**src/ex_pkg.sv**
```systemverilog
package ex_pkg;

    // executed operation, numbering is shared with the issue side
    typedef enum logic [5:0] {
        OP_NOP       = 6'd0,
        OP_ADD       = 6'd1,
        OP_SUB       = 6'd2,
        OP_SLT       = 6'd3,
        OP_SLTU      = 6'd4,
        OP_AND       = 6'd5,
        OP_OR        = 6'd6,
        OP_XOR       = 6'd7,
        OP_NOR       = 6'd8,
        OP_SLL       = 6'd9,
        OP_SRL       = 6'd10,
        OP_SRA       = 6'd11,
        OP_PCADDU12I = 6'd12,
        OP_DIV       = 6'd13,
        OP_DIVU      = 6'd14,
        OP_MOD       = 6'd15,
        OP_MODU      = 6'd16,
        OP_BEQ       = 6'd17,
        OP_BNE       = 6'd18,
        OP_BLT       = 6'd19,
        OP_BGE       = 6'd20,
        OP_BLTU      = 6'd21,
        OP_BGEU      = 6'd22,
        OP_JIRL      = 6'd23,
        OP_LDB       = 6'd24,
        OP_LDBU      = 6'd25,
        OP_LDH       = 6'd26,
        OP_LDHU      = 6'd27,
        OP_LDW       = 6'd28,
        OP_STB       = 6'd29,
        OP_STH       = 6'd30,
        OP_STW       = 6'd31
    } ex_op_e;

    typedef enum logic [1:0] {
        UNIT_ALU    = 2'd0,
        UNIT_DIV    = 2'd1,
        UNIT_BRANCH = 2'd2,
        UNIT_MEM    = 2'd3
    } ex_unit_e;

    // ALE for data access, ADEF for a bad fetch target
    typedef enum logic [1:0] {
        EXC_NONE = 2'd0,
        EXC_ALE  = 2'd1,
        EXC_ADEF = 2'd2
    } exc_cause_e;

    typedef enum logic [1:0] {
        SIZE_B = 2'd0,
        SIZE_H = 2'd1,
        SIZE_W = 2'd2
    } mem_size_e;

endpackage

```
**src/ex_decode.sv**
```systemverilog
`timescale 1ns/100ps

module ex_decode (
    input  logic                 clk,
    input  logic                 rst_n_i,
    input  logic                 issue_valid_i,
    input  ex_pkg::ex_op_e       op_i,
    input  logic [31:0]          pc_i,
    input  logic [31:0]          src1_i,
    input  logic [31:0]          src2_i,
    input  logic [31:0]          imm_i,
    input  logic                 pred_taken_i,
    input  logic [31:0]          pred_target_i,
    input  logic                 retire_i,
    output logic                 issue_ready_o,
    output logic                 start_o,
    output ex_pkg::ex_unit_e     unit_o,
    output ex_pkg::ex_op_e       op_o,
    output logic [31:0]          pc_o,
    output logic [31:0]          src1_o,
    output logic [31:0]          src2_o,
    output logic [31:0]          imm_o,
    output logic                 pred_taken_o,
    output logic [31:0]          pred_target_o
);
    import ex_pkg::*;

    logic busy_q;
    logic accepted_q;
    logic accept;

    assign issue_ready_o = !busy_q;
    assign accept = issue_valid_i && !busy_q;

    // busy from acceptance until the cycle after hand-off
    always_ff @(posedge clk) begin
        if (!rst_n_i) begin
            busy_q <= 1'b0;
            accepted_q <= 1'b0;
            start_o <= 1'b0;
        end else begin
            accepted_q <= accept;
            start_o <= accepted_q;
            if (accept) begin
                busy_q <= 1'b1;
            end else if (retire_i) begin
                busy_q <= 1'b0;
            end
        end
    end

    // fields stay put for the whole instruction
    always_ff @(posedge clk) begin
        if (accept) begin
            op_o <= op_i;
            pc_o <= pc_i;
            src1_o <= src1_i;
            src2_o <= src2_i;
            imm_o <= imm_i;
            pred_taken_o <= pred_taken_i;
            pred_target_o <= pred_target_i;
        end
    end

    always_comb begin
        case (op_o)
            OP_DIV, OP_DIVU, OP_MOD, OP_MODU: unit_o = UNIT_DIV;
            OP_BEQ, OP_BNE, OP_BLT, OP_BGE, OP_BLTU, OP_BGEU, OP_JIRL: unit_o = UNIT_BRANCH;
            OP_LDB, OP_LDBU, OP_LDH, OP_LDHU, OP_LDW, OP_STB, OP_STH, OP_STW: unit_o = UNIT_MEM;
            default: unit_o = UNIT_ALU;
        endcase
    end

endmodule

```
**src/int_alu.sv**
```systemverilog
`timescale 1ns/100ps

module int_alu #(
    parameter int DATA_W = 32
) (
    input  ex_pkg::ex_op_e       op_i,
    input  logic [31:0]          pc_i,
    input  logic [DATA_W-1:0]    a_i,
    input  logic [DATA_W-1:0]    b_i,
    input  logic [31:0]          imm_i,
    output logic [DATA_W-1:0]    result_o
);
    import ex_pkg::*;

    logic [4:0]  shamt;
    logic [31:0] pc_rel;
    logic        lt_s;
    logic        lt_u;

    assign shamt = b_i[4:0];
    assign pc_rel = pc_i + (imm_i << 12);
    assign lt_s = $signed(a_i) < $signed(b_i);
    assign lt_u = a_i < b_i;

    always_comb begin
        case (op_i)
            OP_ADD:       result_o = a_i + b_i;
            OP_SUB:       result_o = a_i - b_i;
            OP_SLT:       result_o = {{(DATA_W-1){1'b0}}, lt_s};
            OP_SLTU:      result_o = {{(DATA_W-1){1'b0}}, lt_u};
            OP_AND:       result_o = a_i & b_i;
            OP_OR:        result_o = a_i | b_i;
            OP_XOR:       result_o = a_i ^ b_i;
            OP_NOR:       result_o = ~(a_i | b_i);
            OP_SLL:       result_o = a_i << shamt;
            OP_SRL:       result_o = a_i >> shamt;
            // arithmetic shift keeps the sign
            OP_SRA:       result_o = $signed(a_i) >>> shamt;
            OP_PCADDU12I: result_o = DATA_W'(pc_rel);
            default:      result_o = '0;
        endcase
    end

endmodule

```
**src/iter_divider.sv**
```systemverilog
`timescale 1ns/100ps

module iter_divider #(
    parameter int DATA_W = 32
) (
    input  logic                 clk,
    input  logic                 rst_n_i,
    input  logic                 start_i,
    input  ex_pkg::ex_op_e       op_i,
    input  logic [DATA_W-1:0]    dividend_i,
    input  logic [DATA_W-1:0]    divisor_i,
    output logic                 done_o,
    output logic [DATA_W-1:0]    result_o
);
    import ex_pkg::*;

    localparam int CNT_W = $clog2(DATA_W + 1);

    logic                is_signed;
    logic                is_div;
    logic                neg_a;
    logic                neg_b;
    logic [DATA_W-1:0]   mag_a;
    logic [DATA_W-1:0]   mag_b;
    logic [DATA_W-1:0]   quo_q;
    logic [DATA_W-1:0]   quo_in;
    logic [DATA_W-1:0]   quo_next;
    logic [DATA_W-1:0]   rem_q;
    logic [DATA_W-1:0]   rem_in;
    logic [DATA_W-1:0]   rem_next;
    logic [DATA_W:0]     shifted;
    logic [DATA_W+1:0]   diff;
    logic [DATA_W-1:0]   quo_fix;
    logic [DATA_W-1:0]   rem_fix;
    logic [CNT_W-1:0]    cnt_q;
    logic                busy_q;

    assign is_signed = (op_i == OP_DIV) || (op_i == OP_MOD);
    assign is_div = (op_i == OP_DIV) || (op_i == OP_DIVU);
    assign neg_a = is_signed && dividend_i[DATA_W-1];
    assign neg_b = is_signed && divisor_i[DATA_W-1];
    assign mag_a = neg_a ? -dividend_i : dividend_i;
    assign mag_b = neg_b ? -divisor_i : divisor_i;

    // first step runs on the fresh operands in the start cycle
    assign rem_in = start_i ? '0 : rem_q;
    assign quo_in = start_i ? mag_a : quo_q;
    assign shifted = {rem_in, quo_in[DATA_W-1]};
    assign diff = {1'b0, shifted} - {2'b00, mag_b};
    assign rem_next = diff[DATA_W+1] ? shifted[DATA_W-1:0] : diff[DATA_W-1:0];
    assign quo_next = {quo_in[DATA_W-2:0], ~diff[DATA_W+1]};

    always_ff @(posedge clk) begin
        if (!rst_n_i) begin
            busy_q <= 1'b0;
            done_o <= 1'b0;
            cnt_q <= '0;
        end else begin
            done_o <= 1'b0;
            if (start_i) begin
                busy_q <= 1'b1;
                cnt_q <= CNT_W'(DATA_W - 1);
            end else if (busy_q) begin
                cnt_q <= cnt_q - 1'b1;
                if (cnt_q == CNT_W'(1)) begin
                    busy_q <= 1'b0;
                    done_o <= 1'b1;
                end
            end
        end
    end

    always_ff @(posedge clk) begin
        if (start_i || busy_q) begin
            rem_q <= rem_next;
            quo_q <= quo_next;
        end
    end

    // remainder follows the dividend sign
    assign quo_fix = (neg_a ^ neg_b) ? -quo_q : quo_q;
    assign rem_fix = neg_a ? -rem_q : rem_q;

    always_comb begin
        if (divisor_i == '0) begin
            result_o = is_div ? '1 : dividend_i;
        end else begin
            result_o = is_div ? quo_fix : rem_fix;
        end
    end

endmodule

```
**src/branch_unit.sv**
```systemverilog
`timescale 1ns/100ps

module branch_unit (
    input  ex_pkg::ex_op_e       op_i,
    input  logic [31:0]          pc_i,
    input  logic [31:0]          a_i,
    input  logic [31:0]          b_i,
    input  logic [31:0]          imm_i,
    input  logic                 pred_taken_i,
    input  logic [31:0]          pred_target_i,
    output logic [31:0]          link_o,
    output logic                 redirect_o,
    output logic [31:0]          redirect_pc_o,
    output ex_pkg::exc_cause_e   exc_cause_o
);
    import ex_pkg::*;

    logic [31:0] target;
    logic [31:0] seq_pc;
    logic        taken;
    logic        target_bad;

    always_comb begin
        target = pc_i + imm_i;
        case (op_i)
            OP_BEQ:  taken = a_i == b_i;
            OP_BNE:  taken = a_i != b_i;
            OP_BLT:  taken = $signed(a_i) < $signed(b_i);
            OP_BGE:  taken = $signed(a_i) >= $signed(b_i);
            OP_BLTU: taken = a_i < b_i;
            OP_BGEU: taken = a_i >= b_i;
            OP_JIRL: begin
                taken = 1'b1;
                target = a_i + imm_i;
            end
            default: taken = 1'b0;
        endcase
    end

    assign seq_pc = pc_i + 32'd4;
    assign link_o = seq_pc;
    assign target_bad = taken && (target[1:0] != 2'b00);
    assign exc_cause_o = target_bad ? EXC_ADEF : EXC_NONE;

    // wrong direction, or taken to a different place than predicted
    assign redirect_o = !target_bad &&
        ((taken != pred_taken_i) || (taken && (target != pred_target_i)));
    assign redirect_pc_o = taken ? target : seq_pc;

endmodule

```
**src/lsu_wb_master.sv**
```systemverilog
`timescale 1ns/100ps

module lsu_wb_master (
    input  logic                 clk,
    input  logic                 rst_n_i,
    input  logic                 start_i,
    input  ex_pkg::ex_op_e       op_i,
    input  logic [31:0]          base_i,
    input  logic [31:0]          data_i,
    input  logic [31:0]          imm_i,
    output logic                 wb_cyc_o,
    output logic                 wb_stb_o,
    output logic                 wb_we_o,
    output logic [29:0]          wb_adr_o,
    output logic [31:0]          wb_dat_o,
    output logic [3:0]           wb_sel_o,
    input  logic [31:0]          wb_dat_i,
    input  logic                 wb_ack_i,
    output logic                 done_o,
    output logic [31:0]          load_data_o,
    output ex_pkg::exc_cause_e   exc_cause_o
);
    import ex_pkg::*;

    logic [31:0] addr;
    mem_size_e   size;
    logic        is_store;
    logic        is_signed;
    logic        misaligned;
    logic        go;
    logic        active_q;
    logic        done_q;
    logic        ack_seen;
    logic [31:0] lane;
    logic [31:0] ext;
    logic [31:0] load_q;

    assign addr = base_i + imm_i;

    always_comb begin
        size = SIZE_W;
        is_store = 1'b0;
        is_signed = 1'b0;
        case (op_i)
            OP_LDB: begin
                size = SIZE_B;
                is_signed = 1'b1;
            end
            OP_LDBU: size = SIZE_B;
            OP_LDH: begin
                size = SIZE_H;
                is_signed = 1'b1;
            end
            OP_LDHU: size = SIZE_H;
            OP_STB: begin
                size = SIZE_B;
                is_store = 1'b1;
            end
            OP_STH: begin
                size = SIZE_H;
                is_store = 1'b1;
            end
            OP_STW: is_store = 1'b1;
            default: size = SIZE_W;
        endcase
    end

    // store data replicated on all lanes, select picks the live ones
    always_comb begin
        case (size)
            SIZE_B: begin
                wb_sel_o = 4'b0001 << addr[1:0];
                wb_dat_o = {4{data_i[7:0]}};
            end
            SIZE_H: begin
                wb_sel_o = addr[1] ? 4'b1100 : 4'b0011;
                wb_dat_o = {2{data_i[15:0]}};
            end
            default: begin
                wb_sel_o = 4'b1111;
                wb_dat_o = data_i;
            end
        endcase
    end

    assign misaligned = ((size == SIZE_H) && addr[0]) ||
                        ((size == SIZE_W) && (addr[1:0] != 2'b00));
    assign go = start_i && !misaligned;
    assign wb_cyc_o = go || active_q;
    assign wb_stb_o = wb_cyc_o;
    assign wb_we_o = is_store;
    assign wb_adr_o = addr[31:2];
    assign ack_seen = wb_cyc_o && wb_ack_i;

    always_ff @(posedge clk) begin
        if (!rst_n_i) begin
            active_q <= 1'b0;
            done_q <= 1'b0;
        end else begin
            done_q <= ack_seen;
            if (ack_seen) begin
                active_q <= 1'b0;
            end else if (go) begin
                active_q <= 1'b1;
            end
        end
    end

    // addressed lanes moved down, then extended
    assign lane = wb_dat_i >> {addr[1:0], 3'b000};

    always_comb begin
        case (size)
            SIZE_B:  ext = {{24{is_signed && lane[7]}}, lane[7:0]};
            SIZE_H:  ext = {{16{is_signed && lane[15]}}, lane[15:0]};
            default: ext = lane;
        endcase
    end

    always_ff @(posedge clk) begin
        if (ack_seen) begin
            load_q <= is_store ? 32'd0 : ext;
        end
    end

    assign done_o = done_q || (start_i && misaligned);
    assign load_data_o = misaligned ? 32'd0 : load_q;
    assign exc_cause_o = misaligned ? EXC_ALE : EXC_NONE;

endmodule

```
**src/ex_result.sv**
```systemverilog
`timescale 1ns/100ps

module ex_result #(
    parameter int DATA_W = 32
) (
    input  logic                 clk,
    input  logic                 rst_n_i,
    input  logic                 start_i,
    input  ex_pkg::ex_unit_e     unit_i,
    input  logic [DATA_W-1:0]    alu_result_i,
    input  logic                 div_done_i,
    input  logic [DATA_W-1:0]    div_result_i,
    input  logic [31:0]          link_i,
    input  logic                 branch_redirect_i,
    input  logic [31:0]          branch_pc_i,
    input  ex_pkg::exc_cause_e   branch_exc_i,
    input  logic                 mem_done_i,
    input  logic [31:0]          mem_data_i,
    input  ex_pkg::exc_cause_e   mem_exc_i,
    input  logic                 result_ready_i,
    output logic                 result_valid_o,
    output logic [DATA_W-1:0]    result_o,
    output logic                 redirect_o,
    output logic [31:0]          redirect_pc_o,
    output ex_pkg::exc_cause_e   exc_cause_o,
    output logic                 retire_o
);
    import ex_pkg::*;

    logic complete;
    logic handoff;

    // combinational units finish in the start cycle
    always_comb begin
        case (unit_i)
            UNIT_DIV: complete = div_done_i;
            UNIT_MEM: complete = mem_done_i;
            default:  complete = start_i;
        endcase
    end

    assign handoff = result_valid_o && result_ready_i;

    always_ff @(posedge clk) begin
        if (!rst_n_i) begin
            result_valid_o <= 1'b0;
            retire_o <= 1'b0;
        end else begin
            retire_o <= handoff;
            if (complete) begin
                result_valid_o <= 1'b1;
            end else if (handoff) begin
                result_valid_o <= 1'b0;
            end
        end
    end

    always_ff @(posedge clk) begin
        if (complete) begin
            redirect_o <= (unit_i == UNIT_BRANCH) && branch_redirect_i;
            redirect_pc_o <= branch_pc_i;
            case (unit_i)
                UNIT_DIV: begin
                    result_o <= div_result_i;
                    exc_cause_o <= EXC_NONE;
                end
                UNIT_BRANCH: begin
                    result_o <= DATA_W'(link_i);
                    exc_cause_o <= branch_exc_i;
                end
                UNIT_MEM: begin
                    result_o <= DATA_W'(mem_data_i);
                    exc_cause_o <= mem_exc_i;
                end
                default: begin
                    result_o <= alu_result_i;
                    exc_cause_o <= EXC_NONE;
                end
            endcase
        end
    end

endmodule

```
**src/ex_stage.sv**
```systemverilog
`timescale 1ns/100ps

module ex_stage #(
    parameter int DATA_W = 32
) (
    input  logic                 clk,
    input  logic                 rst_n_i,
    input  logic                 issue_valid_i,
    input  ex_pkg::ex_op_e       op_i,
    input  logic [31:0]          pc_i,
    input  logic [31:0]          src1_i,
    input  logic [31:0]          src2_i,
    input  logic [31:0]          imm_i,
    input  logic                 pred_taken_i,
    input  logic [31:0]          pred_target_i,
    output logic                 issue_ready_o,
    output logic                 result_valid_o,
    output logic [DATA_W-1:0]    result_o,
    output logic                 redirect_o,
    output logic [31:0]          redirect_pc_o,
    output ex_pkg::exc_cause_e   exc_cause_o,
    input  logic                 result_ready_i,
    output logic                 wb_cyc_o,
    output logic                 wb_stb_o,
    output logic                 wb_we_o,
    output logic [29:0]          wb_adr_o,
    output logic [31:0]          wb_dat_o,
    output logic [3:0]           wb_sel_o,
    input  logic [31:0]          wb_dat_i,
    input  logic                 wb_ack_i
);
    import ex_pkg::*;

    logic              start;
    ex_unit_e          unit;
    ex_op_e            op;
    logic [31:0]       pc;
    logic [31:0]       src1;
    logic [31:0]       src2;
    logic [31:0]       imm;
    logic              pred_taken;
    logic [31:0]       pred_target;
    logic              retire;
    logic [DATA_W-1:0] alu_result;
    logic              div_done;
    logic [DATA_W-1:0] div_result;
    logic [31:0]       link;
    logic              br_redirect;
    logic [31:0]       br_pc;
    exc_cause_e        br_exc;
    logic              mem_done;
    logic [31:0]       mem_data;
    exc_cause_e        mem_exc;

    ex_decode u_decode (
        .clk           (clk),
        .rst_n_i       (rst_n_i),
        .issue_valid_i (issue_valid_i),
        .op_i          (op_i),
        .pc_i          (pc_i),
        .src1_i        (src1_i),
        .src2_i        (src2_i),
        .imm_i         (imm_i),
        .pred_taken_i  (pred_taken_i),
        .pred_target_i (pred_target_i),
        .retire_i      (retire),
        .issue_ready_o (issue_ready_o),
        .start_o       (start),
        .unit_o        (unit),
        .op_o          (op),
        .pc_o          (pc),
        .src1_o        (src1),
        .src2_o        (src2),
        .imm_o         (imm),
        .pred_taken_o  (pred_taken),
        .pred_target_o (pred_target)
    );

    int_alu #(.DATA_W(DATA_W)) u_alu (
        .op_i     (op),
        .pc_i     (pc),
        .a_i      (src1),
        .b_i      (src2),
        .imm_i    (imm),
        .result_o (alu_result)
    );

    iter_divider #(.DATA_W(DATA_W)) u_div (
        .clk        (clk),
        .rst_n_i    (rst_n_i),
        .start_i    (start && (unit == UNIT_DIV)),
        .op_i       (op),
        .dividend_i (src1),
        .divisor_i  (src2),
        .done_o     (div_done),
        .result_o   (div_result)
    );

    branch_unit u_branch (
        .op_i          (op),
        .pc_i          (pc),
        .a_i           (src1),
        .b_i           (src2),
        .imm_i         (imm),
        .pred_taken_i  (pred_taken),
        .pred_target_i (pred_target),
        .link_o        (link),
        .redirect_o    (br_redirect),
        .redirect_pc_o (br_pc),
        .exc_cause_o   (br_exc)
    );

    lsu_wb_master u_lsu (
        .clk         (clk),
        .rst_n_i     (rst_n_i),
        .start_i     (start && (unit == UNIT_MEM)),
        .op_i        (op),
        .base_i      (src1),
        .data_i      (src2),
        .imm_i       (imm),
        .wb_cyc_o    (wb_cyc_o),
        .wb_stb_o    (wb_stb_o),
        .wb_we_o     (wb_we_o),
        .wb_adr_o    (wb_adr_o),
        .wb_dat_o    (wb_dat_o),
        .wb_sel_o    (wb_sel_o),
        .wb_dat_i    (wb_dat_i),
        .wb_ack_i    (wb_ack_i),
        .done_o      (mem_done),
        .load_data_o (mem_data),
        .exc_cause_o (mem_exc)
    );

    ex_result #(.DATA_W(DATA_W)) u_result (
        .clk               (clk),
        .rst_n_i           (rst_n_i),
        .start_i           (start),
        .unit_i            (unit),
        .alu_result_i      (alu_result),
        .div_done_i        (div_done),
        .div_result_i      (div_result),
        .link_i            (link),
        .branch_redirect_i (br_redirect),
        .branch_pc_i       (br_pc),
        .branch_exc_i      (br_exc),
        .mem_done_i        (mem_done),
        .mem_data_i        (mem_data),
        .mem_exc_i         (mem_exc),
        .result_ready_i    (result_ready_i),
        .result_valid_o    (result_valid_o),
        .result_o          (result_o),
        .redirect_o        (redirect_o),
        .redirect_pc_o     (redirect_pc_o),
        .exc_cause_o       (exc_cause_o),
        .retire_o          (retire)
    );

endmodule

```
**config.mk**
```make
export PLATFORM = sky130hd
export DESIGN_NAME = ex_stage
export DESIGN_NICKNAME = d
export VERILOG_FILES = /design/src/ex_pkg.sv /design/src/ex_decode.sv /design/src/int_alu.sv /design/src/iter_divider.sv /design/src/branch_unit.sv /design/src/lsu_wb_master.sv /design/src/ex_result.sv /design/src/ex_stage.sv
export SDC_FILE = /design/constraint.sdc
export NUM_CORES = 2
export LEC_CHECK = 0
export BUFFER_PORTS_ARGS = -buffer_cell sky130_fd_sc_hd__buf_2
export CAP_MARGIN = 20
export CORE_ASPECT_RATIO = 1.1
export CORE_UTILIZATION = 40
export CTS_CLUSTER_DIAMETER = 50
export DETAILED_ROUTE_END_ITERATION = 7
export GPL_TIMING_DRIVEN = 0
export PLACE_DENSITY = 0.59
export SETUP_SLACK_MARGIN = 0.4
export SYNTH_ARGS = -nofsm -noshare
export SYNTH_HDL_FRONTEND = slang
export SYNTH_SLANG_ARGS = --single-unit
```
**constraint.sdc**
```tcl
create_clock -name clk -period 10.1 [get_ports clk]
set_input_delay 2.02 -clock clk [delete_from_list [all_inputs] [get_ports clk]]
set_output_delay 2.02 -clock clk [all_outputs]
set_load 0.01 [all_outputs]
```
==> impl_metrics.toml <==
[cts]
number_of_cells_upsized_or_downsized_after_cts = 0
tritoncts = "built"
tritoncts.num_buffers = 50
clock_buffer_depth = 3
clock_sinks = 347
postCtsSetupBuffers = 0
worst_setup_hold_path_clk_slew_ns = 0.06
cts_hold_buf = 0
insertion_delay_ns = 0.66
clock-root-buffer = "clkbuf_16"
h_tree_depth_reported_by_cts = 2

[yosys]
netlist_area_before_placement_um2 = 33540
synthesis.yosys.warnings = 0
post_synth_num_cell_types = 105
synth_async_sr_flop_share_pct = 0
post_synth_edffs = 330
post_synth.cell_area_avg_um2 = 8.466
total_of_flip_flops_plus_latches_after_synthesis = 347
synth_fp_nets = 4389
dominantRegCellSynth = "edfxtp_1"
share_of_the_yosys_chip_area_belonging_to_registers_pct = 30.56
gate_count_after_technology_mapping = 3962

[global_route]
grt_overflow_total = 0
grt_first_pass_wirelength_mm = 260.6
tot_gr_track_use_pct = 43.55
first_global_vias = 34810
grt_max_degree = 71
grt_antenna_before_repair = 12

[routing]
routed_wl_mm = 190.4
avgRoutedWirePerCell_um = 34.70
first_pass_iters = 7
post-route-drc-count = 0
viasPerCell = 6.566
final_antenna_net_count = 0
vias = 36030
drt_first_iter_violations = 4152

[timing]
timing.slew.headroom_pct = 14.45
timing.final.max_slew_violations = 0
report.final.setup_viol = 0
timing.clock.skew_ns = 0.02248
rsz0062_at_grt = "false"
achievable-frequency_ghz = 0.1240
final_period_minus_worst_setup_slack_ns = 8.062
worst_slew_pin_slew_ns = 1.283
finalHoldViolCount = 0
final.period_utilization_pct = 79.82
setup_total_negative_slack_ns = 0

[hold_path]
hold_class = "flop to flop"
holdCritStartpoint = "u_decode.accepted_q"
worst_hold_path.num_cells = 1

[pwr]
power.density_cell_area_nw_per_um2 = 132.3
power.static_leakage_nw = 14.97
worst_ir_drop_vdd_v = 0.0001384

[worst_setup_path]
required_ns = 10.47
cp-startpoint = "u_decode.op_o[5]"
ff2ff_path_depth = 20
timing.critical_path.slowest_stage_cell = "nor2b_1"
crit_path_cell_trace = "nor2b_1 > nor2b_1 > nand2_1 > clkbuf_1 > clkbuf_1 > nor3_1 > a21oi_1 > ha_1 > nor2b_1 > o21ai_1 > a2111oi_0 > nor3_1 > a211o_1 > a311o_1 > a311oi_2 > nand2_1 > a31oi_1 > buf_4 > buf_2 > a21oi_1"
setup.worst_path.class = "flop to flop"
critPathLaunchType = "flop"
path_common_cell = "nor2b_1"
critical_path.max_fanout = 10
setup.worst_path.end_class = "flop"
rr_startpoint = "u_decode.op_o[5]"
arrival_ns = 8.43
slowest_delay_ns = 0.70

[die]
initial_core_util_pct = 40.32
die_width_um = 278.1
site_row_count = 111
placeableCoreArea_um2 = 83190
num_io_pins = 342
die-area_um2 = 85020
dieHeight_um = 305.7

[final_layout]
post_layout_util_pct = 46.31
top_library_cells_by_usage_in_the_layout_fill_and_taps_aside = "nor2_1 (370), buf_2 (366), nand2_1 (361)"
drive_gt1_share_pct = 13.19
synthToLayoutAreaGrowth_pct = 14.87
most_common_cell_after_layout_fill_and_taps_aside = "nor2_1"
final_area_um2 = 38530
n_fill_cell = 8361
design.final.nets = 4798

[placement]
final_hpwl_dp_mm = 156.6
gpl.final_weighted_congestion = 1.119
dpl-instance-area_um2 = 36820
port_buffers = 341

[job]
max_cap_violations = 0

[status]
run_status = "completed"
-- metrics by stage --
stage | setup slack (ns) | hold slack [ns] | power [mW] | std cells
3_5_place_dp | 2.317 | 0.4290 | 3.264 | 5389
2_1_floorplan | 1.720 | 0.4119 | 2.670 | 3962
4_1_cts | 2.257 | 0.4437 | 5.062 | 5482
3_3_place_gp | -1.581 | 0.4135 | 3.279 | 5376
6_report | 2.038 | 0.4369 | 5.097 | 5487
5_1_grt | 1.796 | 0.4491 | 5.242 | 5485
-- critical path, delay by kind of cell, from the launching register on --
kind                     cells  cell delay [ns]
flip-flops                   1             0.52
buffers and inverters        4             1.68
AO/OA/AOI/OAI                8             2.48
AND/OR/NAND/NOR              7             2.65
adder cells (fa/ha/maj)      1             0.38
-- registers in the layout, indices dropped and copies added, names as in the netlist, 32 cells and up, named ones only --
name and flops:
u_lsu.load_q 32, u_result.result_o 32, u_result.redirect_pc_o 32, u_decode.pc_o 32, u_decode.pred_target_o 32, u_decode.imm_o 32
u_decode.src1_o 32, u_decode.src2_o 32, u_div.rem_q 32, u_div.quo_q 32
-- layer usage --
metal,track usage (%),vias to the layer above,share of wire (%)
met5,0,-,0.044
met4,35.67,14,9.7
met3,8.728,722,8.2
met2,71.61,2235,46
met1,48.90,17420,36
li1,-,15630,-
-- kinds of logic after synthesis --
family,after synthesis,synth area share (%)
buffers and inverters,404,4.794
adder cells (fa/ha/maj),223,8.453
AND/OR/NAND/NOR,1216,17.08
AO/OA/AOI/OAI,1320,25.09
XOR/XNOR,285,7.741
flip-flops,347,30.56
multiplexers,167,6.289
-- synth_stat cells (43+ instances only) --
library cell    n  area (µm²)
a211oi_1       59       442.9
a21o_1         63       473.0
a21oi_1       351        1757
a221oi_1       51       446.7
a31oi_1        46       287.8
and2_1         49       306.5
clkbuf_1      199       747.0
edfxtp_1      330        9910
ha_1          217        2715
inv_1         137       514.2
mux2i_1       105        1051
nand2_1       361        1355
nand3_1        91       455.4
nor2_1        371        1393
nor3_1         76       380.4
nor4_1         43       269.0
o21ai_0       317        1587
o21ai_1        55       275.3
o31ai_1        45       337.8
xnor2_1       198        1734
xor2_1         80       700.7
-- worst paths after layout --
kind	end	slack, ns
worst max-delay path	u_div.rem_q[13]	2.04
worst min register to register	u_decode.start_o	0.44
worst max register to register	u_div.rem_q[13]	2.04
worst min-delay path	u_decode.start_o	0.44
-- cell type report --
type / count / area, µm² / area share, %
plain buffers: 255 / 1039 / 2.696
clock inverters: 36 / 374.1 / 0.9710
well taps: 1073 / 1343 / 3.485
inverters: 149 / 573.1 / 1.487
repair buffers: 357 / 1933 / 5.018
diodes: 2 / 5.005 / 0.01299
flip-flops and latches: 347 / 10250 / 26.60
multi-input cells: 3211 / 21710 / 56.36
clock buffers: 57 / 1299 / 3.371
-- power by group --
part | switching (mW) | internal (mW)
Clock | 0.765 | 1.03
Combinational | 1.01 | 0.525
Sequential | 0.111 | 1.66
Power figures use the tool's default switching activity.
